**config.mk**
```make
export PLATFORM = sky130hd
export DESIGN_NAME = clut_arbiter
export DESIGN_NICKNAME = d
export VERILOG_FILES = /design/src/clut_pkg.sv /design/src/video_pkg.sv /design/src/clut_arbiter.sv
export SDC_FILE = /design/constraint.sdc
export NUM_CORES = 1
export LEC_CHECK = 0
export ABC_AREA = 0
export BUFFER_PORTS_ARGS = -buffer_cell sky130_fd_sc_hd__buf_2
export CAP_MARGIN = 20
export CORE_ASPECT_RATIO = 0.9
export CORE_MARGIN = 4
export CORE_UTILIZATION = 24
export DETAILED_ROUTE_END_ITERATION = 10
export PLACE_DENSITY = 0.76
export SKIP_CTS_REPAIR_TIMING = 1
export SKIP_LAST_GASP = 1
export SLEW_MARGIN = 5
export SYNTH_ARGS = -nofsm -noshare
export SYNTH_HDL_FRONTEND = slang
export SYNTH_SLANG_ARGS = --single-unit
```
**constraint.sdc**
```tcl
create_clock -name clk_6md -period 0.8 [get_ports clk_6md]
set_input_delay 0.12 -clock clk_6md [delete_from_list [all_inputs] [get_ports clk_6md]]
set_output_delay 0.12 -clock clk_6md [all_outputs]
set_load 0.02 [all_outputs]
```
**src/clut_pkg.sv**
```systemverilog
package clut_pkg;

	////////////////////////////////
	// Host side encodings
	////////////////////////////////

	// Palette access opcode
	typedef enum logic [0:0] {
		CLUT_WRITE = 1'b0,
		CLUT_READ  = 1'b1
	} clut_op_e;

	// Requester whose read is in flight
	typedef enum logic [1:0] {
		OWNER_NONE  = 2'd0,
		OWNER_PIXEL = 2'd1,
		OWNER_HOST  = 2'd2
	} clut_owner_e;

	// Host port command FSM
	typedef enum logic [1:0] {
		HOST_IDLE  = 2'd0,
		HOST_ISSUE = 2'd1,
		HOST_RSP   = 2'd2
	} host_state_e;

endpackage

```
**src/video_pkg.sv**
```systemverilog
package video_pkg;

	////////////////////////////////
	// Default pixel widths
	////////////////////////////////

	// Pixel index from the tile and sprite mixer
	parameter int INDEX_W_DEF = 8;

	// Palette bank select
	parameter int BANK_W_DEF = 1;

	// Bits per colour channel
	parameter int COLOR_W_DEF = 4;

	////////////////////////////////
	// Colour word layout
	////////////////////////////////

	// Red, green and blue packed in one CLUT word
	parameter int NUM_CHANNELS = 3;

	// Channel slots counted from the low end
	parameter int CH_RED   = 0;
	parameter int CH_GREEN = 1;
	parameter int CH_BLUE  = 2;

endpackage

```
**src/clut_arbiter.sv**
```systemverilog
`timescale 1ns/1ps

module clut_arbiter #(
	parameter int INDEX_W = video_pkg::INDEX_W_DEF,
	parameter int BANK_W  = video_pkg::BANK_W_DEF,
	parameter int COLOR_W = video_pkg::COLOR_W_DEF
) (
	input  logic                                        clk_6md,
	input  logic                                        rst_n,
	input  logic                                        pix_req,
	input  logic [INDEX_W+BANK_W-1:0]                   pix_addr,
	output logic [video_pkg::NUM_CHANNELS*COLOR_W-1:0]  pix_rdata,
	input  logic                                        host_req,
	input  logic                                        host_we,
	input  logic [INDEX_W+BANK_W-1:0]                   host_addr,
	input  logic [video_pkg::NUM_CHANNELS*COLOR_W-1:0]  host_wdata,
	output logic                                        host_gnt,
	output logic [video_pkg::NUM_CHANNELS*COLOR_W-1:0]  host_rdata,
	output logic                                        ram_en,
	output logic                                        ram_we,
	output logic [INDEX_W+BANK_W-1:0]                   ram_addr,
	output logic [video_pkg::NUM_CHANNELS*COLOR_W-1:0]  ram_wdata,
	input  logic [video_pkg::NUM_CHANNELS*COLOR_W-1:0]  ram_rdata
);

	import clut_pkg::*;

	// Owner of the read issued on the previous edge
	clut_owner_e owner_q;

	////////////////////////////////
	// Grant and request mux
	////////////////////////////////

	// Pixel path wins outright, host fills the gaps
	assign host_gnt = ~pix_req;

	always_comb begin
		ram_en    = pix_req | host_req;
		// Host may only write while the pixel path is idle
		ram_we    = ~pix_req & host_req & host_we;
		ram_addr  = pix_req ? pix_addr : host_addr;
		ram_wdata = host_wdata;
	end

	////////////////////////////////
	// Read data steering
	////////////////////////////////

	// Track who gets the RAM output next cycle
	always_ff @(posedge clk_6md) begin
		if (!rst_n) begin
			owner_q <= OWNER_NONE;
		end else if (pix_req) begin
			owner_q <= OWNER_PIXEL;
		end else if (host_req && !host_we) begin
			owner_q <= OWNER_HOST;
		end else begin
			owner_q <= OWNER_NONE;
		end
	end

	// The other side sees zero
	assign pix_rdata  = (owner_q == OWNER_PIXEL) ? ram_rdata : '0;
	assign host_rdata = (owner_q == OWNER_HOST) ? ram_rdata : '0;

endmodule

```
==> Word-level counts from Yosys, hierarchy flattened <==
Index checks and enable logic that the tools add are counted.
{ "word_totals": {"in_bits": 47, "register_bits": 2, "out_inout_bits": 48} }
{ "classes": {"eq_ne": 2, "reduce_logical": 3, "muxes": 5, "bitwise_logic": 5} }
{ "ops": {"columns": ["cell", "n"], "rows": [
  ["$mux 12", 2],
  ["$mux 9", 1],
  ["$and 1x1->1", 2],
  ["$eq 2x1->1 const B", 1],
  ["$eq 2x2->1 const B", 1],
  ["$mux 2", 1],
  ["$not 1->1", 2],
  ["$reduce_or 2->1", 1],
  ["$logic_and 1x1->1", 1],
  ["$logic_not 1->1", 1],
  ["$mux 1", 1],
  ["$or 1x1->1", 1]
]} }

==> Longest topological paths before layout <==
{ "logic_depth": {"word_depth": 4, "mapped_depth": 2, "depth_no_buf": 1} }

==> Worst setup path after synthesis <==
Ideal clock, no wire load.
{ "synth_path": {"path_type": "register to output", "startpoint": "register owner_q[1]", "endpoint": "output port pix_rdata[10] (netlist bit)", "path_slack_ns": -0.092, "t_arrival_ns": 0.772, "stages_incl_launch_ff": 3, "cell_sequence": "dfxtp_1 buf_2 and3b_1"} }
{ "synth_between": {"elab_chain_cells": 2} }
{ "synth_lines": {"columns": ["element", "line", "rtl"], "rows": [
  ["start: declaration", "clut_arbiter.sv:29", "clut_owner_e owner_q;"],
  ["start signal: assignment", "clut_arbiter.sv:53", "owner_q <= OWNER_NONE;"],
  ["start signal: assignment", "clut_arbiter.sv:55", "owner_q <= OWNER_PIXEL;"],
  ["start signal: assignment", "clut_arbiter.sv:57", "owner_q <= OWNER_HOST;"],
  ["$eq 2x1->1", "clut_arbiter.sv:64", "assign pix_rdata = (owner_q == OWNER_PIXEL) ? ram_rdata : '0;"],
  ["$mux 12", "clut_arbiter.sv:64", null],
  ["end: declaration", "clut_arbiter.sv:12", "output logic [video_pkg::NUM_CHANNELS*COLOR_W-1:0] pix_rdata,"]
]} }
No other way between the ends.

==> Final worst setup path <==
{ "layout_path": {"startpoint": "register owner_q[0]", "endpoint": "output port pix_rdata[0] (netlist bit)"} }
The elaborated chain is that of the path after synthesis.

==> summary by stage <==
Global routing
The largest net degree at the start of global routing is 25. The number of antenna violations at the first check in global routing is 0. The first global-routing pass estimated 2456 um of wire. The number of global-route vias before repair came to 602. The aggregate global-route resource usage is 0.1024.

Summed over all layers, the global routing overflow is 0.

Finish
For this run, the number of standard cells in the final layout without fillers is 143. In the final layout, the multi-input gates occupy 414.1 um2. After filler insertion, the fill cell instance count of the layout stands at 165. The flip-flop count of the largest register after layout is 2. Across the whole layout, storage elements account for 47.55 um2. Once layout is complete, the utilization of the core stands at 0.5589. After routing the design area is 1122 um2. The repair_antennas step left the layout with diodes totalling 0. Of the cells placed in the final design, the portion with a size suffix greater than 1 is 0.9746. The largest registers in the layout are owner_q (2). The area growth from synthesis to layout is 110.1%.

Counting flops per register, the top entry is owner_q. After the last flow step, the layout net total stands at 167.

Timing
The final critical-path share of the clock period is 1.453. The shortest clock period the worst path allows after layout is 1163 ps. In the post-route analysis, the smallest setup slack over all paths is -362.6 ps. The number of max-slew violations in the final report was 0. The transition time at the pin with the least slew margin is 189.2 ps.

The number of hold violations in the final report is 0. Setup repair after global routing could not meet its margin everywhere. The maximum frequency from static timing analysis is 0.8601 GHz. In this run the tightest slew margin relative to its limit is 0.8720. The final setup violation count is 28.

Setup path
The data required time at the worst endpoint is 680 ps. The sort of element at the start of the critical path is a register. Of all nets on the critical path, the largest fanout is 12. The worst setup path is captured at an output pin. The data arrival time of the critical path is 1040 ps. The largest single stage delay on the critical path is 340 ps. The signal on the critical path passes through buf_6 -> and3b_2 -> buf_2. The slowest stage of the critical path belongs to the cell dfxtp_4.

The critical path is of the reg2out type.

Die
The floorplan step set the die height to 52.76 um. The core region is 2008 um2. The horizontal die dimension is 57.74 um.

The I/O pin total is 95. The total number of placement rows is 15. The overall die area is 3046 um2.

The initial utilization of the core area, before any placement, comes to 0.2660.

Clock tree
The maximum clock insertion buffer count is 2. TritonCTS built the clock tree. The H-tree level count is 1. The number of clock buffers added by TritonCTS is 3.

The master cell of the clock root buffer is clkbuf_4. The clock transition time at the flip-flop clock pins of the worst setup and hold paths is 30 ps. The clock sink count is 2.

Pwr
The completed layout was analyzed and its total power is 845.9 uW. The total power density per cell area is 753.7 nW/um2. Summed over all cells, the static leakage comes to 0.6582 nW. IR analysis of the VDD net gives a maximum drop of 0.5732 mV.

Placed design
The placement-stage worst setup slack is -219.9 ps. At the end of routability-driven placement, the weighted congestion stood at 0.7059. The cell count after placement is 136. Once placement finished, the instance area stood at 834.6 um2. The count of buffers added on input and output ports is 70.

The wire-length estimate of the detail-placed layout is 1513 um.

Worst hold path
For hold timing, the worst endpoint is owner_q[1]$_SDFF_PP0_. The path class of the tightest hold or removal check is in2reg. The cell depth of the worst hold path is 2. In this run the most critical hold path is launched from host_we.

Synth
Of the synthesized area, sequential elements account for 0.07494. The Yosys step of the flow raised 0 warnings. Among all cell types in the netlist, the one instantiated most often is and3b_1. Counting instances in the post-synthesis netlist gives the leading cell types as and3b_1, buf_4, mux2_4. The most frequently used flop master after synthesis is dfxtp_1. Summed over all instances, the cell type with the most area after synthesis is and3b_1. The combined area of all synthesized cells is 534.3 um2. The number of nets handed over by synthesis was 104. After synthesis the netlist holds a flip-flop and latch count of 2. The count of flip-flops with a built-in enable after synthesis is 0.

The share of flip-flops with an asynchronous set or reset is 0. The top cell type's share of synthesized area is 0.4098. Synthesis produced 57 cells.

The number of different library cells in the post-synthesis netlist is 11. Yosys attributes the largest share of cell area to and3b_1, buf_4, mux2_4, mux2_2, dfxtp_1. A synthesized cell averages 9.373 um2.

Route
The DRC violation count after routing is 0. The detailed router placed 647 vias in this run. Dividing the detail-routed wire length by the instance count gives 13.76 um. For this block, wires on met1 add up to 588 um. After detailed routing, the total wire length is 1967 um. The wire length on met3 is 310 um. After detailed routing, the number of vias per cell comes to 4.524. Before antenna repair, the detailed router went through 3 iterations.

The highest routed metal layer is met4. After detailed routing, the met2 layer carries 1051 um of wire. The number of routed nets with antenna violations is 0. The initial detailed-routing violation count is 13.

Job
The number of max-capacitance violations reported is 0.

Outcome
The checks that failed: negative setup slack. The flow ran to the end, but the final reports show violations.
[final cells by class]
type,instances,area share
Tap cell,25,0.02787
Clock buffer,3,0.02007
Multi-Input combinational cell,37,0.3690
Inverter,1,0.003344
Timing Repair Buffer,75,0.5373
Sequential cell,2,0.04236
[through the flow]
stage / hold slack (ps) / TNS [ps]
after global routing: 69.54 / -9475
after detailed placement: 240.2 / -6814
after CTS: 73.30 / -12630
final: 78.82 / -8477
after global placement: 240.2 / -5680
after floorplan: 185.2 / -786.9
[layout by cell type, fill, tap and decap left out]
master     count
and3b_2       24
inv_1          1
nor4bb_2       1
clkbuf_16      1
clkbuf_4       3
or2_1          1
and2_2         1
buf_2         43
buf_6         28
dfxtp_4        2
buf_12         2
buf_4          1
mux2_4         9
and3b_1        1
[metal layers]
layer / GRT usage / up-vias
li1: - / 313
met1: 0.09169 / 275
met2: 0.1955 / 55
met3: 0.03448 / 4
met4: 0.06564 / 0
met5: 0 / -
[worst max path at each step]
stage                          start              to  depth (start not counted)
5_1_grt        owner_q[0]$_SDFF_PN0_   host_rdata[2]                          3
3_5_place_dp                 pix_req     ram_addr[0]                          3
4_1_cts        owner_q[0]$_SDFF_PN0_  host_rdata[10]                          2
3_3_place_gp                 pix_req     ram_addr[8]                          3
2_1_floorplan  owner_q[1]$_SDFF_PP0_   host_rdata[0]                          2
6_report       owner_q[0]$_SDFF_PN0_    pix_rdata[0]                          3
[where the power goes]
part | internal [mW] | total, mW | switching (mW)
sequential | 0.101 | 0.110 | 0.00848
combinational | 0.305 | 0.517 | 0.212
clock | 0.165 | 0.219 | 0.0540
[worst max-delay path: cells and delay by family, from the launching register on]
| kind | cells | cell delay, ps |
|---|---|---|
| buffers and inverters | 2 | 280 |
| flip-flops | 1 | 340 |
| AND/OR/NAND/NOR | 1 | 190 |
[cells by family after synthesis]
group	after synthesis	synth area share
buffers and inverters	18	0.2342
muxes	9	0.2248
DFF	2	0.07494
and+or+nand+nor	28	0.4661
(Power assumes the default switching activity.)
