`src/video_pkg.sv`:
```
package video_pkg;

	////////////////////////////////
	// Default pixel widths
	////////////////////////////////

	// Pixel index from the tile and sprite mixer
	parameter int INDEX_W_DEF = 8;

	// Palette bank select
	parameter int BANK_W_DEF = 1;

	// Bits per colour channel
	parameter int COLOR_W_DEF = 4;

	////////////////////////////////
	// Colour word layout
	////////////////////////////////

	// Red, green and blue packed in one CLUT word
	parameter int NUM_CHANNELS = 3;

	// Channel slots counted from the low end
	parameter int CH_RED   = 0;
	parameter int CH_GREEN = 1;
	parameter int CH_BLUE  = 2;

endpackage

```
`src/pixel_lookup.sv`:
```
`timescale 1ns/1ps

module pixel_lookup #(
	parameter int INDEX_W = video_pkg::INDEX_W_DEF,
	parameter int BANK_W  = video_pkg::BANK_W_DEF,
	parameter int COLOR_W = video_pkg::COLOR_W_DEF
) (
	input  logic                                        clk_6md,
	input  logic                                        rst_n,
	input  logic [INDEX_W-1:0]                          index,
	input  logic [BANK_W-1:0]                           bank,
	input  logic                                        enable,
	input  logic                                        sync,
	output logic                                        pix_req,
	output logic [INDEX_W+BANK_W-1:0]                   pix_addr,
	input  logic [video_pkg::NUM_CHANNELS*COLOR_W-1:0]  pix_rdata,
	output logic [COLOR_W-1:0]                          red,
	output logic [COLOR_W-1:0]                          green,
	output logic [COLOR_W-1:0]                          blue,
	output logic                                        sync_out
);

	import video_pkg::*;

	// Stage one latches
	logic [INDEX_W-1:0] index_q;
	logic [BANK_W-1:0]  bank_q;
	logic               enable_q;
	logic               sync_q;

	// Delay line to meet the RAM output
	logic               enable_qq;
	logic               sync_qq;

	////////////////////////////////
	// Stage one  index latch
	////////////////////////////////

	always_ff @(posedge clk_6md) begin
		index_q <= index;
		bank_q  <= bank;
	end

	always_ff @(posedge clk_6md) begin
		if (!rst_n) begin
			enable_q  <= 1'b0;
			sync_q    <= 1'b0;
			enable_qq <= 1'b0;
			sync_qq   <= 1'b0;
		end else begin
			enable_q  <= enable;
			sync_q    <= sync;
			enable_qq <= enable_q;
			sync_qq   <= sync_q;
		end
	end

	// Bank picks the upper half of the CLUT
	assign pix_addr = {bank_q, index_q};
	// Only look up while video is on
	assign pix_req  = enable_q;

	////////////////////////////////
	// Stage two  colour registers
	////////////////////////////////

	// Black during blanking
	always_ff @(posedge clk_6md) begin
		if (!rst_n || !enable_qq) begin
			red   <= '0;
			green <= '0;
			blue  <= '0;
		end else begin
			red   <= pix_rdata[CH_RED*COLOR_W +: COLOR_W];
			green <= pix_rdata[CH_GREEN*COLOR_W +: COLOR_W];
			blue  <= pix_rdata[CH_BLUE*COLOR_W +: COLOR_W];
		end
	end

	// Sync rides alongside the colour
	always_ff @(posedge clk_6md) begin
		if (!rst_n) begin
			sync_out <= 1'b0;
		end else begin
			sync_out <= sync_qq;
		end
	end

endmodule

```
`config.mk`:
```
export PLATFORM = sky130hd
export DESIGN_NAME = pixel_lookup
export DESIGN_NICKNAME = d
export VERILOG_FILES = /design/src/video_pkg.sv /design/src/pixel_lookup.sv
export SDC_FILE = /design/constraint.sdc
export NUM_CORES = 1
export LEC_CHECK = 0
export ABC_AREA = 0
export BUFFER_PORTS_ARGS = -buffer_cell sky130_fd_sc_hd__buf_4
export CAP_MARGIN = 10
export CORE_MARGIN = 3
export CORE_UTILIZATION = 37
export CTS_CLUSTER_DIAMETER = 80
export DETAILED_ROUTE_END_ITERATION = 8
export PLACE_DENSITY_LB_ADDON = 0.25
export SYNTH_ARGS = -nofsm -noshare
export SYNTH_HDL_FRONTEND = slang
export SYNTH_SLANG_ARGS = --single-unit
```
`constraint.sdc`:
```
create_clock -name clk_6md -period 0.99 [get_ports clk_6md]
set_input_delay 0.099 -clock clk_6md [delete_from_list [all_inputs] [get_ports clk_6md]]
set_output_delay 0.099 -clock clk_6md [all_outputs]
set_load 0.02 [all_outputs]
```
Word level (Yosys, flattened, before mapping)
Cells that the tools add are included.
W data, S select, Z words.
Cells by class
  reductions and logical operators: 3
Operator list (count)
  $logic_not A1 Y1: 2
  $logic_or A1 B1 Y1: 1
Word-level totals
  register bits: 26
  input port bits: 25
  word-level logic and storage cells: 13
  output and inout port bits: 23

Logic depth before layout (Yosys ltp)
Gate-level depths: netlist (run 1).
  depth after elaboration: 2
  depth in mapped cells: 2
  mapped depth without buffers: 1

Worst setup path after synthesis (run 1)
OpenSTA, ideal clock, no wires.
  kind: register -> register
  start: reg enable_qq
  end: reg blue[0]
  arrival time: 584 ps
  library setup time: 116 ps
  slack: 290 ps
  clock period less this slack: 700 ps
  stages on the path, launching flop included: 3
  cells stage by stage: dfxtp_1 -> buf_2 -> and3_2
On the way
  cells in the longest elaborated chain, start to end: 2
RTL lines
  start: declaration: line pixel_lookup.sv:32  | logic enable_qq;
  start signal: assignment: line pixel_lookup.sv:53  | enable_qq <= enable_q;
  $logic_not A1 Y1: line pixel_lookup.sv:69  | if (!rst_n || !enable_qq) begin
  $logic_or A1 B1 Y1: line pixel_lookup.sv:69
  end signal: assignment: line pixel_lookup.sv:76  | blue <= pix_rdata[CH_BLUE*COLOR_W +: COLOR_W];
  end: declaration: line pixel_lookup.sv:19  | output logic [COLOR_W-1:0] blue,
No other way between the ends.
A chain may end at the register's enable or synchronous reset.

Worst setup path after layout (run 1)
  start: reg index_q[1]
  end: out pix_addr[1]
RTL lines
  start: declaration: line pixel_lookup.sv:26  | logic [INDEX_W-1:0] index_q;
  start signal: assignment: line pixel_lookup.sv:40  | index_q <= index;
  end: declaration: line pixel_lookup.sv:15  | output logic [INDEX_W+BANK_W-1:0] pix_addr,
No word-level cell between the ends.

==> flow_metrics.env, run 1 <==
export IMPL_ys_warnings_count=0
export IMPL_fill_cells=126
export IMPL_synth_compound_area_share_pct=0
export IMPL_yosys_area_share_xor_xnor_pct=0
export IMPL_root_buffer="clkbuf_4"
export IMPL_grtUsageTotal_pct=13.5
export IMPL_status="complete, no violations"
export IMPL_syn_avg_cell_area_um2=14.5
export IMPL_p_leak_nw=0.596
export IMPL_utilization_pct=72.8
export IMPL_grt_ovfl_total=0
export IMPL_cts_hold_fix_buffers=10
export IMPL_grt_pass1_wl_um=2420
export IMPL_cts_buffers=3
export IMPL_path_cells="buf_4"
export IMPL_cp_startpoint="index_q[1]"
export IMPL_r2r_end="red[3]"
export IMPL_worst_setup_path_end_kind="output pin"
export IMPL_yosys_area_share_simple_pct=18.2
export IMPL_die_h_um=48.4
export IMPL_grt_pass1_vias=531
export IMPL_route_detailed_drc=0
export IMPL_power_density_nw_per_um2=1550
export IMPL_io_pin_count=48
export IMPL_synth_area_leaders="dfxtp_1 (78%), and3_2 (7.9%), and2_2 (5.6%), and3_1 (4.7%), buf_6 (1.7%)"
export IMPL_die_w_um=48.4
export IMPL_cp_num_cells=1
export IMPL_h_tree_depth=1
export IMPL_syn_to_final_growth_pct=74.4
export IMPL_fmax_ghz=1.11
export IMPL_clkTransAtPathRegs_ps=130
export IMPL_worst_path_max_fanout=1
export IMPL_setup_viol=0
export IMPL_synth_top_family_by_area="simple AND/OR/NAND/NOR gates"
export IMPL_wl_met1_um=479
export IMPL_path_buf_inv=1
export IMPL_multiInputGateArea_um2=121
export IMPL_top_layer="met3"
export IMPL_min_period_ps=898
export IMPL_wl_met2_um=816
export IMPL_critPathCapture="pix_addr[1]"
export IMPL_synthAdderAreaFrac_pct=0
export IMPL_ys_seq_elements=26
export IMPL_crit_type="flip-flop to output pin"
export IMPL_maxSlewViolCount=0
export IMPL_critPathMaxStageDelay_ps=350
export IMPL_syn_nets=71
export IMPL_grt_max_degree=18
export IMPL_post_cts_buffers=0
export IMPL_layout_common_cells="buf_4 (47), dfxtp_1 (26), dlygate4sd3_1 (10)"
export IMPL_drt_initial_drc_count=2
export IMPL_die_area_um2=2340
export IMPL_ctsResizeCount=0
export IMPL_required_ps=890
export IMPL_r2r_cells=1
export IMPL_slowest_stage="dfxtp_1"
export IMPL_clock_latency_ps=300
export IMPL_hp_class="input port to flip-flop"
export IMPL_hold_viol=0
export IMPL_synth_distinct_cells=7
export IMPL_worstReg2RegStart="enable_qq"
export IMPL_relSlewSlack_pct=81.1
export IMPL_power_ir_vdd_worst_mv=1.03
export IMPL_syn_inst=46
export IMPL_rsz0062_at_grt="false"
export IMPL_firstDrtPassIters=2
export IMPL_clock_skew_final_ps=4.77
export IMPL_port_buffers=47
export IMPL_path_delay_family="flip-flops"
export IMPL_coreArea_um2=1590
export IMPL_netlist_area_leader_share_pct=78.2
export IMPL_clock_path_buffers=2
export IMPL_tightest_slew_ps=283
export IMPL_viasPerCell=3.97
export IMPL_rrSetupSlack_ps=210
export IMPL_wl_um=1430
export IMPL_antenna_found_initial=0
export IMPL_cts_tree="done"
export IMPL_wl_met3_um=137
export IMPL_final_nets=130
export IMPL_diodes=0
export IMPL_ant_nets=0
export IMPL_placementRows=14
export IMPL_fin_tns_setup_ps=0
export IMPL_synth_area_um2=666
export IMPL_post_drt_wl_per_cell_um=11.2
export IMPL_ys_seq_area_share_pct=78.2
export IMPL_mostFrequentLayoutCell="buf_4"
export IMPL_vias=508
export IMPL_gp_congestion=0.760
export IMPL_max_cap_violations=0
export IMPL_regArea_um2=520
export IMPL_synthMuxAreaShare_pct=0
export IMPL_start_util_pct=41.8
export IMPL_drive_above_1_share_pct=60.6
export IMPL_cts_sinks=26
export IMPL_crit_path_start_kind="flip-flop"
export IMPL_period_share_pct=90.7
export IMPL_synth_top_area_cell="dfxtp_1"
export IMPL_crit_arrival_ps=800
worst min path at each step:
stage	startpoint	endpoint	slack [ps]	depth (start not counted)
after floorplan	bank	bank_q	130	0
after global placement	index[2]	index_q[2]	200	1
after detailed placement	index[1]	index_q[1]	200	1
after CTS	sync	sync_q	4	2
after global routing	sync	sync_q	2	2
final	sync	sync_q	10	2
per-layer routing:
metal | global-route usage, % | vias to the layer above
met5 | 0 | -
met4 | 5.69 | 0
met3 | 5.83 | 0
met2 | 25.0 | 25
met1 | 12.9 | 221
li1 | - | 262
synthesized netlist by cell type, drive strengths merged:
library cell	instances
buf	3
dfxtp	26
and3	12
and2	5
per-stage QoR:
step / cell area (um2) / worst slack [ps] / hold WS (ps) / power, W / cells
CTS: 1160 / 85.6 / 4.40 / 0.00182 / 128
floorplan: 666 / 290 / 127 / 0.00118 / 46
finish: 1160 / 92.3 / 11.4 / 0.00180 / 128
global placement: 1020 / 286 / 204 / 0.00129 / 114
global route: 1160 / 45.6 / 2.49 / 0.00189 / 128
detailed placement: 1020 / 237 / 205 / 0.00130 / 114
power breakdown:
part / internal [W] / total [W] / switching, W
combinational: 0.000132 / 0.000209 / 0.0000772
sequential: 0.00108 / 0.00110 / 0.0000135
clock: 0.000224 / 0.000500 / 0.000276
total: 0.00144 / 0.00180 / 0.000366
layout make-up:
cell class | count | share of cell area, %
flip-flops and latches | 26 | 44.8
multi-input cells | 17 | 10.5
clock buffers | 4 | 3.13
well taps | 24 | 2.59
repair buffers | 57 | 39.0
sequential cells by signal, summed over array words and instances (netlist names):
signal,cells
red,4
sync_q,1
enable_qq,1
green,4
index_q,8
sync_qq,1
blue,4
bank_q,1
pix_req,1
sync_out,1
logic make-up after synthesis:
group / count (synthesis)
buffers and inverters: 3
flip-flops: 26
AND/OR/NAND/NOR: 17
Note: power is estimated with default switching activity, not from simulation.
==> inputs of run 2 (changes only) <==
Settings changed: HOLD_SLACK_MARGIN from default to 0.08.
==> flow_metrics.env, run 2 (synthesis results as in run 1) <==
export IMPL_port_buffers=47
export IMPL_fin_tns_setup_ps=0
export IMPL_clkTransAtPathRegs_ps=130
export IMPL_h_tree_depth=1
export IMPL_maxSlewViolCount=0
export IMPL_firstDrtPassIters=2
export IMPL_status="complete, no violations"
export IMPL_coreArea_um2=1590
export IMPL_placementRows=14
export IMPL_power_ir_vdd_worst_mv=0.934
export IMPL_gp_congestion=0.760
export IMPL_largest_reg_flops=8
export IMPL_grtUsageTotal_pct=15.2
export IMPL_setup_viol=0
export IMPL_syn_to_final_growth_pct=94.0
export IMPL_post_drt_wl_per_cell_um=11.4
export IMPL_path_cells="buf_4"
export IMPL_worst_path_max_fanout=1
export IMPL_final_nets=143
export IMPL_cts_tree="done"
export IMPL_hold_viol=0
export IMPL_tightest_slew_ps=307
export IMPL_min_from="rst_n"
export IMPL_max_cap_violations=0
export IMPL_io_pin_count=48
export IMPL_worstReg2RegStart="enable_qq"
export IMPL_relSlewSlack_pct=79.5
export IMPL_path_delay_family="flip-flops"
export IMPL_fmax_ghz=1.11
export IMPL_mostFrequentLayoutCell="buf_4"
export IMPL_path_buf_inv=1
export IMPL_p_leak_nw=0.651
export IMPL_critPathMaxStageDelay_ps=360
export IMPL_ctsResizeCount=0
export IMPL_post_cts_buffers=0
export IMPL_placed_area_um2=1020
export IMPL_p_total_w=0.00185
export IMPL_crit_type="flip-flop to output pin"
export IMPL_ant_nets=0
export IMPL_hp_class="input port to flip-flop"
export IMPL_grt_ovfl_total=0
export IMPL_start_util_pct=41.8
export IMPL_clock_path_buffers=2
export IMPL_diodes=0
export IMPL_crit_path_start_kind="flip-flop"
export IMPL_worst_setup_path_end_kind="output pin"
export IMPL_period_share_pct=91.0
export IMPL_die_w_um=48.4
export IMPL_grt_max_degree=18
export IMPL_clock_skew_final_ps=0.626
export IMPL_grt_pass1_wl_um=2700
export IMPL_cp_startpoint="index_q[1]"
export IMPL_crit_arrival_ps=800
export IMPL_die_area_um2=2340
export IMPL_power_density_nw_per_um2=1430
export IMPL_grt_pass1_vias=577
export IMPL_route_detailed_drc=0
export IMPL_viasPerCell=4.02
export IMPL_slowest_stage="dfxtp_1"
export IMPL_cts_buffers=3
export IMPL_min_period_ps=901
export IMPL_drive_above_1_share_pct=53.8
export IMPL_wl_um=1610
export IMPL_drt_initial_drc_count=3
export IMPL_required_ps=890
export IMPL_antenna_found_initial=0
export IMPL_die_h_um=48.4
export IMPL_stdcell_area_um2=1290
export IMPL_largest_register="index_q"
export IMPL_rsz0062_at_grt="false"
export IMPL_vias=567
export IMPL_layout_common_cells="buf_4 (47), dfxtp_1 (26), dlygate4sd3_1 (23)"
export IMPL_root_buffer="clkbuf_4"
export IMPL_clock_latency_ps=300
export IMPL_cts_sinks=26
run 2: cell count changes in the layout (fill, tap and decap cells not counted), sizes merged:
cell / before / now
dlygate4sd3: 10 / 23
run 2: cell type report:
| cell class | instances | area (um2) |
|---|---|---|
| timing repair buffer | 70 | 583 |
| sequential | 26 | 520 |
| fill | 105 | 303 |
| multi-input combinational | 17 | 121 |
| clock buffer | 4 | 36.3 |
| tap | 24 | 30.0 |
run 2: repair_timing:
item | 4_1_cts | 5_1_grt
setup endpoints to repair | 0 | 0
hold buffers | 23 | 0
hold endpoints to repair | 23 | 0
run 2: where the power goes:
group	switching, W	internal [W]
clock	0.000278	0.000224
sequential	0.0000135	0.00108
combinational	0.0000864	0.000165
total	0.000378	0.00147
run 2: worst paths after layout:
path | to | slack (ps) | cells past startpoint
worst max-delay path | pix_addr[1] | 90 | 1
worst min-delay path | sync_out | 130 | 2
worst max register to register | blue[2] | 170 | 1
worst min register to register | sync_qq | 460 | 1
run 2: routing by layer:
layer,up-vias,track usage (%),part of all wire [%]
li1,291,-,-
met1,251,17.4,38
met2,25,25.9,54
met3,0,5.52,8.1
met4,0,5.69,0
met5,-,0,0
run 2: metrics by stage:
step,hold slack (ps),cells,setup WS [ps],utilization (%)
after global placement,204,114,286,64.3
after global routing,131,141,37.0,81.0
after floorplan,127,46,290,-
after CTS,121,141,85.6,81.0
after detailed placement,205,114,237,64.3
final,132,141,89.2,81.0
