[config.mk]
export PLATFORM = sky130hd
export DESIGN_NAME = palette_host_port
export DESIGN_NICKNAME = d
export VERILOG_FILES = /design/src/clut_pkg.sv /design/src/video_pkg.sv /design/src/palette_host_port.sv
export SDC_FILE = /design/constraint.sdc
export NUM_CORES = 1
export LEC_CHECK = 0
export BUFFER_PORTS_ARGS = -buffer_cell sky130_fd_sc_hd__buf_2
export CAP_MARGIN = 15
export CORE_MARGIN = 3
export CORE_UTILIZATION = 44
export CTS_CLUSTER_DIAMETER = 80
export DETAILED_ROUTE_END_ITERATION = 10
export MAX_ROUTING_LAYER = met4
export PLACE_DENSITY = 0.93
export SYNTH_ARGS = -nofsm -noshare
export SYNTH_HDL_FRONTEND = slang
export SYNTH_SLANG_ARGS = --single-unit
[constraint.sdc]
create_clock -name clk_6md -period 2.1 [get_ports clk_6md]
set_input_delay 0.315 -clock clk_6md [delete_from_list [all_inputs] [get_ports clk_6md]]
set_output_delay 0.315 -clock clk_6md [all_outputs]
set_load 0.05 [all_outputs]
[src/clut_pkg.sv]
package clut_pkg;

	////////////////////////////////
	// Host side encodings
	////////////////////////////////

	// Palette access opcode
	typedef enum logic [0:0] {
		CLUT_WRITE = 1'b0,
		CLUT_READ  = 1'b1
	} clut_op_e;

	// Requester whose read is in flight
	typedef enum logic [1:0] {
		OWNER_NONE  = 2'd0,
		OWNER_PIXEL = 2'd1,
		OWNER_HOST  = 2'd2
	} clut_owner_e;

	// Host port command FSM
	typedef enum logic [1:0] {
		HOST_IDLE  = 2'd0,
		HOST_ISSUE = 2'd1,
		HOST_RSP   = 2'd2
	} host_state_e;

endpackage

[src/video_pkg.sv]
package video_pkg;

	////////////////////////////////
	// Default pixel widths
	////////////////////////////////

	// Pixel index from the tile and sprite mixer
	parameter int INDEX_W_DEF = 8;

	// Palette bank select
	parameter int BANK_W_DEF = 1;

	// Bits per colour channel
	parameter int COLOR_W_DEF = 4;

	////////////////////////////////
	// Colour word layout
	////////////////////////////////

	// Red, green and blue packed in one CLUT word
	parameter int NUM_CHANNELS = 3;

	// Channel slots counted from the low end
	parameter int CH_RED   = 0;
	parameter int CH_GREEN = 1;
	parameter int CH_BLUE  = 2;

endpackage

[src/palette_host_port.sv]
`timescale 1ns/1ps

module palette_host_port #(
	parameter int INDEX_W = video_pkg::INDEX_W_DEF,
	parameter int BANK_W  = video_pkg::BANK_W_DEF,
	parameter int COLOR_W = video_pkg::COLOR_W_DEF
) (
	input  logic                                        clk_6md,
	input  logic                                        rst_n,
	input  logic                                        cmd_valid,
	output logic                                        cmd_ready,
	input  clut_pkg::clut_op_e                          cmd_op,
	input  logic [INDEX_W+BANK_W-1:0]                   cmd_addr,
	input  logic [video_pkg::NUM_CHANNELS*COLOR_W-1:0]  cmd_wdata,
	output logic                                        rsp_valid,
	input  logic                                        rsp_ready,
	output logic [video_pkg::NUM_CHANNELS*COLOR_W-1:0]  rsp_data,
	output logic                                        host_req,
	output logic                                        host_we,
	output logic [INDEX_W+BANK_W-1:0]                   host_addr,
	output logic [video_pkg::NUM_CHANNELS*COLOR_W-1:0]  host_wdata,
	input  logic                                        host_gnt,
	input  logic [video_pkg::NUM_CHANNELS*COLOR_W-1:0]  host_rdata
);

	import clut_pkg::*;
	import video_pkg::*;

	localparam int DATA_W = NUM_CHANNELS * COLOR_W;

	host_state_e state_q;

	// One entry command buffer
	clut_op_e                  op_q;
	logic [INDEX_W+BANK_W-1:0] addr_q;
	logic [DATA_W-1:0]         wdata_q;

	// High on the first response cycle while RAM data is live
	logic                      rsp_capture_q;
	logic [DATA_W-1:0]         rsp_hold_q;

	////////////////////////////////
	// Command FSM
	////////////////////////////////

	always_ff @(posedge clk_6md) begin
		if (!rst_n) begin
			state_q       <= HOST_IDLE;
			rsp_capture_q <= 1'b0;
		end else begin
			rsp_capture_q <= 1'b0;
			case (state_q)
				HOST_IDLE: begin
					if (cmd_valid) state_q <= HOST_ISSUE;
				end
				HOST_ISSUE: begin
					// Wait out active video
					if (host_gnt) begin
						if (op_q == CLUT_READ) begin
							state_q       <= HOST_RSP;
							rsp_capture_q <= 1'b1;
						end else begin
							state_q <= HOST_IDLE;
						end
					end
				end
				HOST_RSP: begin
					if (rsp_ready) state_q <= HOST_IDLE;
				end
				default: state_q <= HOST_IDLE;
			endcase
		end
	end

	// Buffer loads on an accepted command
	always_ff @(posedge clk_6md) begin
		if (cmd_valid && cmd_ready) begin
			op_q    <= cmd_op;
			addr_q  <= cmd_addr;
			wdata_q <= cmd_wdata;
		end
		if (rsp_capture_q) rsp_hold_q <= host_rdata;
	end

	////////////////////////////////
	// Outputs
	////////////////////////////////

	assign cmd_ready  = (state_q == HOST_IDLE);
	assign host_req   = (state_q == HOST_ISSUE);
	assign host_we    = (op_q == CLUT_WRITE);
	assign host_addr  = addr_q;
	assign host_wdata = wdata_q;

	// Live RAM data first, then the held copy
	assign rsp_valid  = (state_q == HOST_RSP);
	assign rsp_data   = rsp_capture_q ? host_rdata : rsp_hold_q;

endmodule

# Word level (Yosys, flattened, before mapping)
# Cells that the tools add are included.
# word_totals
reg_bits,37
inputBits,39
output_inout_bits,37
elab_cells,23
# classes
n_eq_ne,5
muxes,7
bitwise,1
reduce_logical,4
# op_table
op,n
$mux 12,1
$mux 2,4
$pmux 2 s3,1
$reduce_and 3->1,2
$ne 2x1->1 const B,2
$eq 2x1->1 const B,1
$eq 2x2->1 const B,1
$logic_not 2->1,1
$ne 2x2->1 const B,1
$logic_and 1x1->1,1
$mux 1,1
$not 1->1,1

# Longest topological paths before layout
# Gate-level depths: netlist of run 1.
# logic_depth
word_depth,3
mapped_depth,2

# Worst setup path after synthesis of run 1
# No wires, ideal clock.
# synth_timing
path_kind,register to register
start,register state_q[0]
end,"register addr_q[0] (netlist: host_addr[0]), enable pin"
arrival_time_ps,1711
required_ps,1719
setup_slack_ps,9
stages_incl_launch_ff,3
path_buffers,0
synth_period_minus_slack_ps,2091
path_cell_list,dfxtp_1 -> nor2_1 -> and2_1
# synth_between
elab_chain_len,2
# synth_rtl
item,line_no,text
start: declaration,palette_host_port.sv:31,host_state_e state_q;
start signal: assignment,palette_host_port.sv:48,state_q <= HOST_IDLE;
start signal: assignment,palette_host_port.sv:54,if (cmd_valid) state_q <= HOST_ISSUE;
start signal: assignment,palette_host_port.sv:60,state_q <= HOST_RSP;
$logic_not 2->1,palette_host_port.sv:89,assign cmd_ready = (state_q == HOST_IDLE);
via cmd_ready,palette_host_port.sv:11,"output logic cmd_ready,"
$logic_and 1x1->1,palette_host_port.sv:77,if (cmd_valid && cmd_ready) begin
end signal: assignment,palette_host_port.sv:79,addr_q <= cmd_addr;
end: declaration,palette_host_port.sv:35,logic [INDEX_W+BANK_W-1:0] addr_q;
# The timed path passes the listed nets, and every way through them passes these cells.
# A chain may end at the register's enable or synchronous reset.

# Worst setup path after layout of run 1
# layout_timing
start,register rsp_capture_q
end,output rsp_data[3] (netlist bit)
# layout_between
elab_chain_len,1
# layout_rtl
item,line_no,text
start: declaration,palette_host_port.sv:39,logic rsp_capture_q;
start signal: assignment,palette_host_port.sv:49,rsp_capture_q <= 1'b0;
start signal: assignment,palette_host_port.sv:51,rsp_capture_q <= 1'b0;
start signal: assignment,palette_host_port.sv:61,rsp_capture_q <= 1'b1;
$mux 12,--,
end: declaration,palette_host_port.sv:17,"output logic [video_pkg::NUM_CHANNELS*COLOR_W-1:0] rsp_data,"
# No other way between the ends.

==> results.txt, run 1 <==
- Kind of cell adding the most delay to the critical path: flip-flops
- At the pin with the least slew margin, the transition time is 496 ps.
- In the routed layout, each cell is associated on average with a via count of 4.83.
- WL final: 2560 um
* Worst hold-check path type: in -> reg
* Number of diodes added for antenna fixing: 0
- CP Capture Type: primary output
- A synthesized cell averages between 15 and 20 sq um.
* Fraction of the mapped netlist area in adder cells: 0%
- Part of the cycle the worst path needs: 90.9%
- The number of pins exceeding their max-slew limit in the final report came to 0.
- The largest individual stage delay along the critical path comes from the cell dfxtp_1.
* Average routed wire per standard cell: 14.5 um
- Entering global routing, the biggest net connects 23 pins.
- Main combinational cell family by area after synthesis: multiplexers
- Sinks on Clock Net: 37
- Maximum operating frequency: about 520 MHz
* GRT Overall Usage: 16.2%
- In this run the worst setup path begins at rsp_capture_q$_SDFF_PN0_.
* Post-layout minimum cycle time: 1910 ps
- On the worst path, the slowest cell contributes a delay of 640 ps.
* Critical Path Source Type: register
* Critical Path AT: 1590 ps
* Hold_ws: roughly 150 ps
- Buffer and inverter count on the worst path: 1
- Clk buf depth: 2
* Worst-path clk slew: 110 ps
- RR Startpoint: state_q[0]$_SDFFE_PN0P_
- In this run the tightest slew margin relative to its limit is between 60% and 70%.
- For this block, the initial DRC count from the detailed router was 24.
- During I/O placement, the number of pins put on the boundary was 76.
- Synth Net Count: 103
- The number of antenna violations at the first check in global routing was 0.
- Number of cells after detailed placement: 169
* Crit-path cells: mux2_2, buf_2
* Total of hold buffers inserted after clock tree synthesis: 0
- The final hold violation count was 0.
- Synthesized flop and latch total: 37
* Xor and xnor fraction of the mapped netlist area: 0%
- For this configuration, the core starts out at a cell density of 47.2%.
* Level count of the clock H-tree: 2
* Die area: 3370 sq um
- The detail route stage leaves a number of antenna-violating nets equal to 0.
* Post-Layout Inst Area: roughly 1700 sq um
- Required time of the critical path: between 1500 and 2000 ps
- Clock insertion delay at the later pin of the skew report: 330 ps
* Warnings, synthesis: 0
- Floorplan Core Area: 2520 sq um
* Synthesized-area fraction occupied by ao, oa, aoi and oai cells: 1.05%
- Clock Skews: around 2.3 ps
- After global routing the overflow that remains totals 0.
* Cell type with the largest total area after synthesis: edfxtp_1
- Max-capacitance violation count: 0
- Counting every instance in the synthesized netlist gives between 60 and 70.
* Detailed-routing iteration count for the pre-antenna-repair pass: 4
* Number of buffers created by CTS: 5
- Fraction of final layout cells sized beyond drive strength 1: about 65%
- Chip height: 58.0 um
* Netlist Area Pre-Place: 1190 sq um
- Type of the worst setup path: reg -> out
- Post-layout nets: 185
- Count of cells resized by post-cts repair: 0
- Setup violations remaining at the end of the flow were counted as 0.
* CTS Root Cell: clkbuf_4
* Setup slack of the critical path after layout: 191 ps
- The flow ran to the end, and the final reports show no timing, DRC or antenna violations.
* CTS tree: built
- The via count of the first global-routing pass is roughly 760.
- Worst setup slack after placement: 531 ps
- In the final timing run, aggregate negative setup slack is 0 ps.
* Maximum vdd drop: 0.00103 V
- Via Count: 855
* Total number of placement rows: 18
* Leakage power: 0.785 nW
- Synth unique cells: 15
- Number of design rule violations left after detail routing: 0
* Global placer's final weighted congestion: 0.668
* Global-route wire length before repair: 3770 um
- Count of buffers from port buffering: 75
- Non-filler cells, final: 177
- In this run the most critical hold path is launched from cmd_wdata[3].
- In this run the worst path has a maximum fanout of 12.
* Die width: slightly below 60 um
- Post-synthesis mux area share: 11.3%
- Layout overhead on the synthesized area: 43.3%
- Area fraction of the dominant cell type after synthesis: 55.5%
- Cell Area, Placed: 1600 sq um
- Biggest area contributors in the synthesized netlist: edfxtp_1 (55%), dfxtp_1 (25%), mux2_2 (11%)
* Power per unit of standard cell area: ~1200 nW/um^2
- Unrepaired setup endpoints after global routing: no
* # Post-CTS Setup Buffers: 0
- Sequential elements use 80.7% of the synthesized area.
* Simple logic cell fraction of the synthesized area: 5.99%
synth_stat cells:
cell type / n
nand4b_1: 1
buf_4: 1
nand3_1: 1
nor2_1: 2
nand2b_1: 2
and2_1: 1
a21oi_1: 1
mux2_2: 12
or3b_1: 1
or2b_1: 1
edfxtp_1: 22
dfxtp_1: 15
inv_1: 1
and2b_1: 2
a21boi_1: 1
worst register-to-register path, delay by kind of cell (launching register included):
| kind | cells | cell delay [ps] |
|---|---|---|
| buffers and inverters | 1 | 270 |
| DFF | 1 | 380 |
| and+or+nand+nor | 2 | 270 |
cell families (layout without fill, tap and decap cells):
| family | after synthesis | in the layout |
|---|---|---|
| buffers and inverters | 2 | 85 |
| and+or+nand+nor | 11 | 11 |
| muxes | 12 | 12 |
| DFF | 37 | 37 |
| AOI/OAI and AO/OA | 2 | 2 |
cell type report:
class	count	area, sq um
clock buffer	5	37.5
inverter	1	3.75
multi-input combinational	25	219
fill	177	816
timing repair buffer	76	383
clock inverter	3	65.1
sequential	37	961
tap	30	37.5
layout by cell type (no fill, tap or decap), types with 2 or more instances in the layout:
cell       count
and2b_1        2
buf_2         75
bufinv_16      2
clkbuf_4       5
dfxtp_1       15
edfxtp_1      22
mux2_2        12
nand2b_1       2
nor2_1         2
stage by stage:
step	power [mW]	utilization (%)
3_3_place_gp	1.49	63.6
3_5_place_dp	1.51	63.6
4_1_cts	2.11	67.7
5_1_grt	2.17	67.7
6_report	2.08	67.7
2_1_floorplan	1.37	-
routing by layer:
layer | vias to the layer above | global-route usage (%) | wire length (um)
li1 | 396 | - | -
met1 | 399 | 17.8 | 953
met2 | 54 | 24.5 | 1200
met3 | 6 | 8.69 | 364
met4 | 0 | 6.95 | 45
met5 | - | - | 0
registers in the layout (all words and copies together) (netlist names):
signal and cells:
host_addr 9, host_wdata 12, op_q 1, rsp_capture_q 1
rsp_hold_q 12, state_q 2
worst paths after layout:
| kind | end | slack [ps] | cells past startpoint |
|---|---|---|---|
| max | rsp_data[3] | 190 | 2 |
| min | host_wdata[3]$_DFFE_PP_ | 150 | 1 |
| max reg2reg | op_q$_DFFE_PP_ | 870 | 3 |
| min reg2reg | rsp_hold_q[11]$_DFF_P_ | 480 | 1 |
where the power goes:
group,internal [mW],switching (mW)
clock network,0.369,0.225
logic,0.147,0.442
registers,0.873,0.0266
Power figures use the tool's default switching activity.
==> run 2: changes to the inputs <==
--- a/config.mk
+++ b/config.mk
@@ -12,4 +12,5 @@
 export CTS_CLUSTER_DIAMETER = 80
 export DETAILED_ROUTE_END_ITERATION = 10
+export GPL_ROUTABILITY_DRIVEN = 0
 export MAX_ROUTING_LAYER = met4
 export PLACE_DENSITY = 0.93
==> constraint.sdc (replaced) <==
create_clock -name clk_6md -period 2.1 [get_ports clk_6md]
set_input_delay 0.315 -clock clk_6md [delete_from_list [all_inputs] [get_ports clk_6md]]
set_output_delay 0.315 -clock clk_6md [all_outputs]
set_load 0.01 [all_outputs]
==> results.txt, run 2 (synthesis results as in run 1) <==
* Run status: finished clean
- The worst-skew pair later-pin latency is 320 ps (about the same).
* Final Hold Fails: 0 (unchanged)
* CTS Root Cell: clkbuf_4
- The instance area at placement was 1600 sq um (unchanged).
- In this run the critical register-to-register path is launched from state_q[0]$_SDFFE_PN0P_.
- Critical Path Source Type: register
- The minimum clock period after layout came to 1830 ps (-83.1 ps).
- The max-cap check violation count came to 0 (unchanged).
* Max transition margin: 66.6% (-0.28 points)
- Via Count: 827 (-3.3%)
- Reg2Reg Depth: 3 (unchanged)
- # Post-CTS Setup Buffers: 0 (unchanged)
- Number of cells after detailed placement: 169 (unchanged)
* Number of diodes added for antenna fixing: 0 (unchanged)
- The share of the core filled with cells in the final layout came to 65.5% (-2.1 points).
- Count of boundary I/O pins: 76 (unchanged)
* Floorplan Core Area: 2520 sq um (unchanged)
- The count of routing violations after the opening detailed-route iteration was 16 (-33%).
* Unrepaired setup endpoints after global routing: no
* Transition time at the pin with the least slew margin: 500 ps (+4.13 ps)
* Pin count of the biggest net entering global routing: 23 (unchanged)
- The proportion of layout cells with a drive suffix above 1 came to 63.3% (-2.0 points).
- The top cell types in the final layout, fill and taps aside, are buf_2 (75), edfxtp_1 (22), dfxtp_1 (15), mux2_2 (12), clkbuf_4 (5).
- The count of cells along the worst hold path was 1 (unchanged).
* Count of buffers from port buffering: 75 (unchanged)
- Initial standard-cell utilization of the core: 47.2% (unchanged)
- The setup TNS came to 0 ps (unchanged).
- The worst setup path is captured at a primary output.
- The worst endpoint required time was 1780 ps (about the same).
* Power per unit of standard cell area: 915 nW/um^2 (-25%)
- GRT Overall Usage: 15.7% (-0.51 points)
* Setup-failing EPs final: 0 (unchanged)
* Level count of the clock H-tree: 2 (unchanged)
- Critical Path AT: 1510 ps (-80 ps)
* Number of buffers created by CTS: 5 (unchanged)
- The setup clock skew after layout was 7.56 ps (+5.24 ps).
- Post-Layout Inst Area: 1650 sq um (-3.2%)
* Worst hold start: cmd_wdata[7]
- Die area: 3370 sq um (unchanged)
- Initial antenna violation count: 0 (unchanged)
* Type of the worst setup path: reg -> out
- Post-layout nets: 185 (unchanged)
- Pins over their slew limit: 0 (unchanged)
- The library cell used most frequently in the layout, excluding fill and tap cells, is buf_2.
- Average via count per standard cell: 4.67 (-3.3%)
- The tightest min-delay check is of the in -> reg type.
* Part of the cycle the worst path needs: 86.9% (-4.0 points)
- Leakage power: 0.757 nW (-3.6%)
* Clk buf depth: 2 (unchanged)
* Global-route wire length before repair: 3580 um (-5.1%)
- The routed wirelength normalized by instance count came to 14.2 um (-2.0%).
* Chip height: 58.0 um (unchanged)
- Post-DRT Antenna Nets: 0 (unchanged)
- Maximum operating frequency: 548 MHz (+4.5%)
- The wire-length estimate of the detail-placed layout is 2000 um.
- The final non-filler cell total came to 177 (unchanged).
- The count of instances resized after the clock tree is built was 0 (unchanged).
- Hold_ws: 159 ps (+9.55 ps)
- Beginning of the critical path: rsp_capture_q$_SDFF_PN0_
* CTS tree: built
- The maximum resistive drop on vdd is 0.000655 V (-37%).
- The number of hold buffers added after CTS came to 0 (unchanged).
- The clock transition at the register clock pins on the worst setup and hold paths after CTS is 100 ps (about the same).
- Sinks on Clock Net: 37 (unchanged)
- The maximum fanout along the worst path was 12 (unchanged).
- Overflow after GRT: 0 (unchanged)
- The first-pass iteration count of the detailed router is 4 (unchanged).
* Total number of placement rows: 18 (unchanged)
- Die width: 58.0 um (unchanged)
* WL final: 2510 um (-2.0%)
- The post-route DRC violation count is 0 (unchanged).
* Layout overhead on the synthesized area: 38.8%
* Number of global-route vias before repair: 780 (+2.9%)
-- run 2: changes by cell type in the layout (fill, tap and decap cells not counted), sizes merged --
cell | previous run | this run
bufinv | 2 | 0
clkbuf | 5 | 7
-- run 2: through the flow --
| step | setup slack, ps | power [mW] |
|---|---|---|
| floorplan | 566 | 1.06 |
| global placement | 654 | 1.19 |
| detailed placement | 596 | 1.21 |
| CTS | 236 | 1.54 |
| global route | 150 | 1.60 |
| finish | 274 | 1.51 |
-- run 2: area by class of cell --
type                    instances  area, sq um
clock buffers                   7         45.0
clock inverters                 1         3.75
fillers                       195          870
inverters                       1         3.75
multi-input cells              25          219
flip-flops and latches         37          961
well taps                      30         37.5
repair buffers                 76          383
-- run 2: power breakdown --
group | switching [mW] | internal, mW
sequential | 0.0267 | 0.873
combinational | 0.140 | 0.146
clock | 0.199 | 0.129
-- run 2: critical path, stage by stage (launching register included) --
cell and delay (ps):
dfxtp_1 640, mux2_2 410, buf_2 140
-- run 2: final timing paths --
check                                 end  slack (ps)
setup / recovery              rsp_data[8]         270
hold / removal    host_wdata[7]$_DFFE_PP_         160
setup reg to reg           op_q$_DFFE_PP_         850
hold reg to reg     rsp_hold_q[0]$_DFF_P_         480
-- run 2: layer usage --
| layer | global-route usage [%] | wire, um | vias up |
|---|---|---|---|
| met5 | - | 0 | - |
| met4 | 8.94 | 41 | 0 |
| met3 | 7.80 | 352 | 5 |
| met2 | 25.0 | 1210 | 53 |
| met1 | 15.5 | 902 | 373 |
| li1 | - | - | 396 |
==> run 3: changes to the inputs <==
Settings changed: MAX_ROUTING_LAYER met4 to unset.
==> results.txt, run 3 (synthesis results as in run 1) <==
- Count of cells resized by post-cts repair: 0 (unchanged)
- Worst hold-check path type: in -> reg
* Floorplan Core Area: 2520 sq um (unchanged)
- The post-detailed-route count of antenna-violating nets came to 0 (unchanged).
- Initial standard-cell utilization of the core: 47.2% (unchanged)
* Power per unit of standard cell area: 916 nW/um^2 (about the same)
- The post-CTS setup buffer count was 0 (unchanged).
- Number of global-route vias before repair: 778 (-0.26%)
- The count of routing violations after the opening detailed-route iteration came to 15 (-1).
* Layout overhead on the synthesized area: 38.8% (unchanged)
- Setup slack of the critical path after layout: 285 ps (+11.0 ps)
- The flow ran to the end, and the final reports show no timing, DRC or antenna violations.
* Final Hold Fails: 0 (unchanged)
* Top fanout value on the critical path: 12 (unchanged)
- Post-layout minimum cycle time: 1810 ps (-11.0 ps)
- Average via count per standard cell: 4.76 (+1.8%)
- The number of fill cells in the layout came to 195 (unchanged).
- The number of top-level design ports came to 76 (unchanged).
- Number of design rule violations left after detail routing: 0 (unchanged)
* Final core occ: 65.5% (unchanged)
- The first-pass iteration count of the detailed router was 4 (unchanged).
- Transition time at the pin with the least slew margin: 488 ps (-12.5 ps)
- Die area: 3370 sq um (unchanged)
* Non-filler cells, final: 177 (unchanged)
* Max-capacitance violation count: 0 (unchanged)
- Most common cell after layout, fill and taps aside: buf_2
* Via Count: 842 (+1.8%)
* Pins over their slew limit: 0 (unchanged)
- Unrepaired setup endpoints after global routing: no
- The highest clock rate came to 551 MHz (+0.61%).
- Cell Area, Placed: 1600 sq um (unchanged)
* Critical Path AT: 1500 ps (about the same)
- Maximum vdd drop: 0.000656 V (+0.11%)
* Setup-failing EPs final: 0 (unchanged)
* Worst setup slack after placement: 596 ps (unchanged)
- The vertical extent of the die was 58.0 um (unchanged).
* Overflow after GRT: 0 (unchanged)
- The x dimension of the die came to 58.0 um (unchanged).
* Post-Layout Inst Area: 1650 sq um (unchanged)
* GRT Overall Usage: 15.3% (-0.42 points)
* Number of buffers created by CTS: 5 (unchanged)
* Global-route wire length before repair: 3590 um (+0.20%)
- WL final: 2510 um (about the same)
* Post-layout nets: 185 (unchanged)
- Number of cells after detailed placement: 169 (unchanged)
- Max transition margin: 67.4% (+0.84 points)
* Count of buffers from port buffering: 75 (unchanged)
* Fraction of final layout cells sized beyond drive strength 1: 63.3% (unchanged)
* Commonest cells after routing, fill and taps aside: buf_2 (75), edfxtp_1 (22), dfxtp_1 (15), mux2_2 (12), clkbuf_4 (5)
- The final critical-path share of the clock period is 86.4% (-0.52 points).
- CTS Root Cell: clkbuf_4
* Pin count of the biggest net entering global routing: 23 (unchanged)
- The setup TNS is 0 ps (unchanged).
- Required time of the critical path: 1780 ps (about the same)
- The worst hold slack is 158 ps (-1.14 ps).
* Worst-path clk slew: 100 ps (about the same)
- Critical Path Source Type: register
- Clock Skews: 9.03 ps (+1.47 ps)
- Power after layout: 1.51 mW (about the same)
- The worst-skew pair later-pin latency is 320 ps (about the same).
- Number of diodes added for antenna fixing: 0 (unchanged)
* Average routed wire per standard cell: 14.2 um (about the same)
* Level count of the clock H-tree: 2 (unchanged)
- Leakage power: 0.757 nW (unchanged)
- Total number of placement rows: 18 (unchanged)
- The worst setup path is captured at a primary output.
- Type of the worst setup path: reg -> out
- The CTS sink count came to 37 (unchanged).
* Clk buf depth: 2 (unchanged)
- TritonCTS built the clock tree.
- Half-perimeter wire length after placement: 2000 um (unchanged)
- The number of antenna violations at the first check in global routing came to 0 (unchanged).
- The number of hold buffers added after CTS was 0 (unchanged).
-- run 3: cell counts in the layout (fill, tap and decap cells not counted) --
Identical to the previous run, type by type.
-- run 3: cell type report --
cell class | count | area, sq um | area share, %
Clock inverter | 1 | 3.75 | 0.227
Inverter | 1 | 3.75 | 0.227
Sequential cell | 37 | 961 | 58.1
Multi-Input combinational cell | 25 | 219 | 13.2
Timing Repair Buffer | 76 | 383 | 23.2
Clock buffer | 7 | 45.0 | 2.73
Tap cell | 30 | 37.5 | 2.27
-- run 3: path summary, 6_finish.rpt --
kind | from | end | slack (ps) | depth (start not counted)
hold reg to reg | rsp_hold_q[6]$_DFF_P_ | rsp_hold_q[6]$_DFF_P_ | 480 | 1
hold / removal | cmd_wdata[7] | host_wdata[7]$_DFFE_PP_ | 160 | 1
setup reg to reg | state_q[0]$_SDFFE_PN0P_ | op_q$_DFFE_PP_ | 850 | 3
setup / recovery | rsp_capture_q$_SDFF_PN0_ | rsp_data[8] | 290 | 2
-- run 3: per-layer routing --
layer / vias up / wire length (um) / track usage, %
met5: - / 0 / 0
met4: 0 / 43 / 8.94
met3: 5 / 390 / 7.80
met2: 58 / 1210 / 25.0
met1: 384 / 864 / 15.7
li1: 395 / - / -
-- run 3: worst max-delay path, cell delays in order (launching register included) --
cell and delay [ps]:
dfxtp_1 630, mux2_2 410, buf_2 140
-- run 3: power breakdown --
group | internal (mW) | switching [mW]
clock | 0.129 | 0.200
combinational | 0.146 | 0.140
sequential | 0.873 | 0.0267
total | 1.15 | 0.366
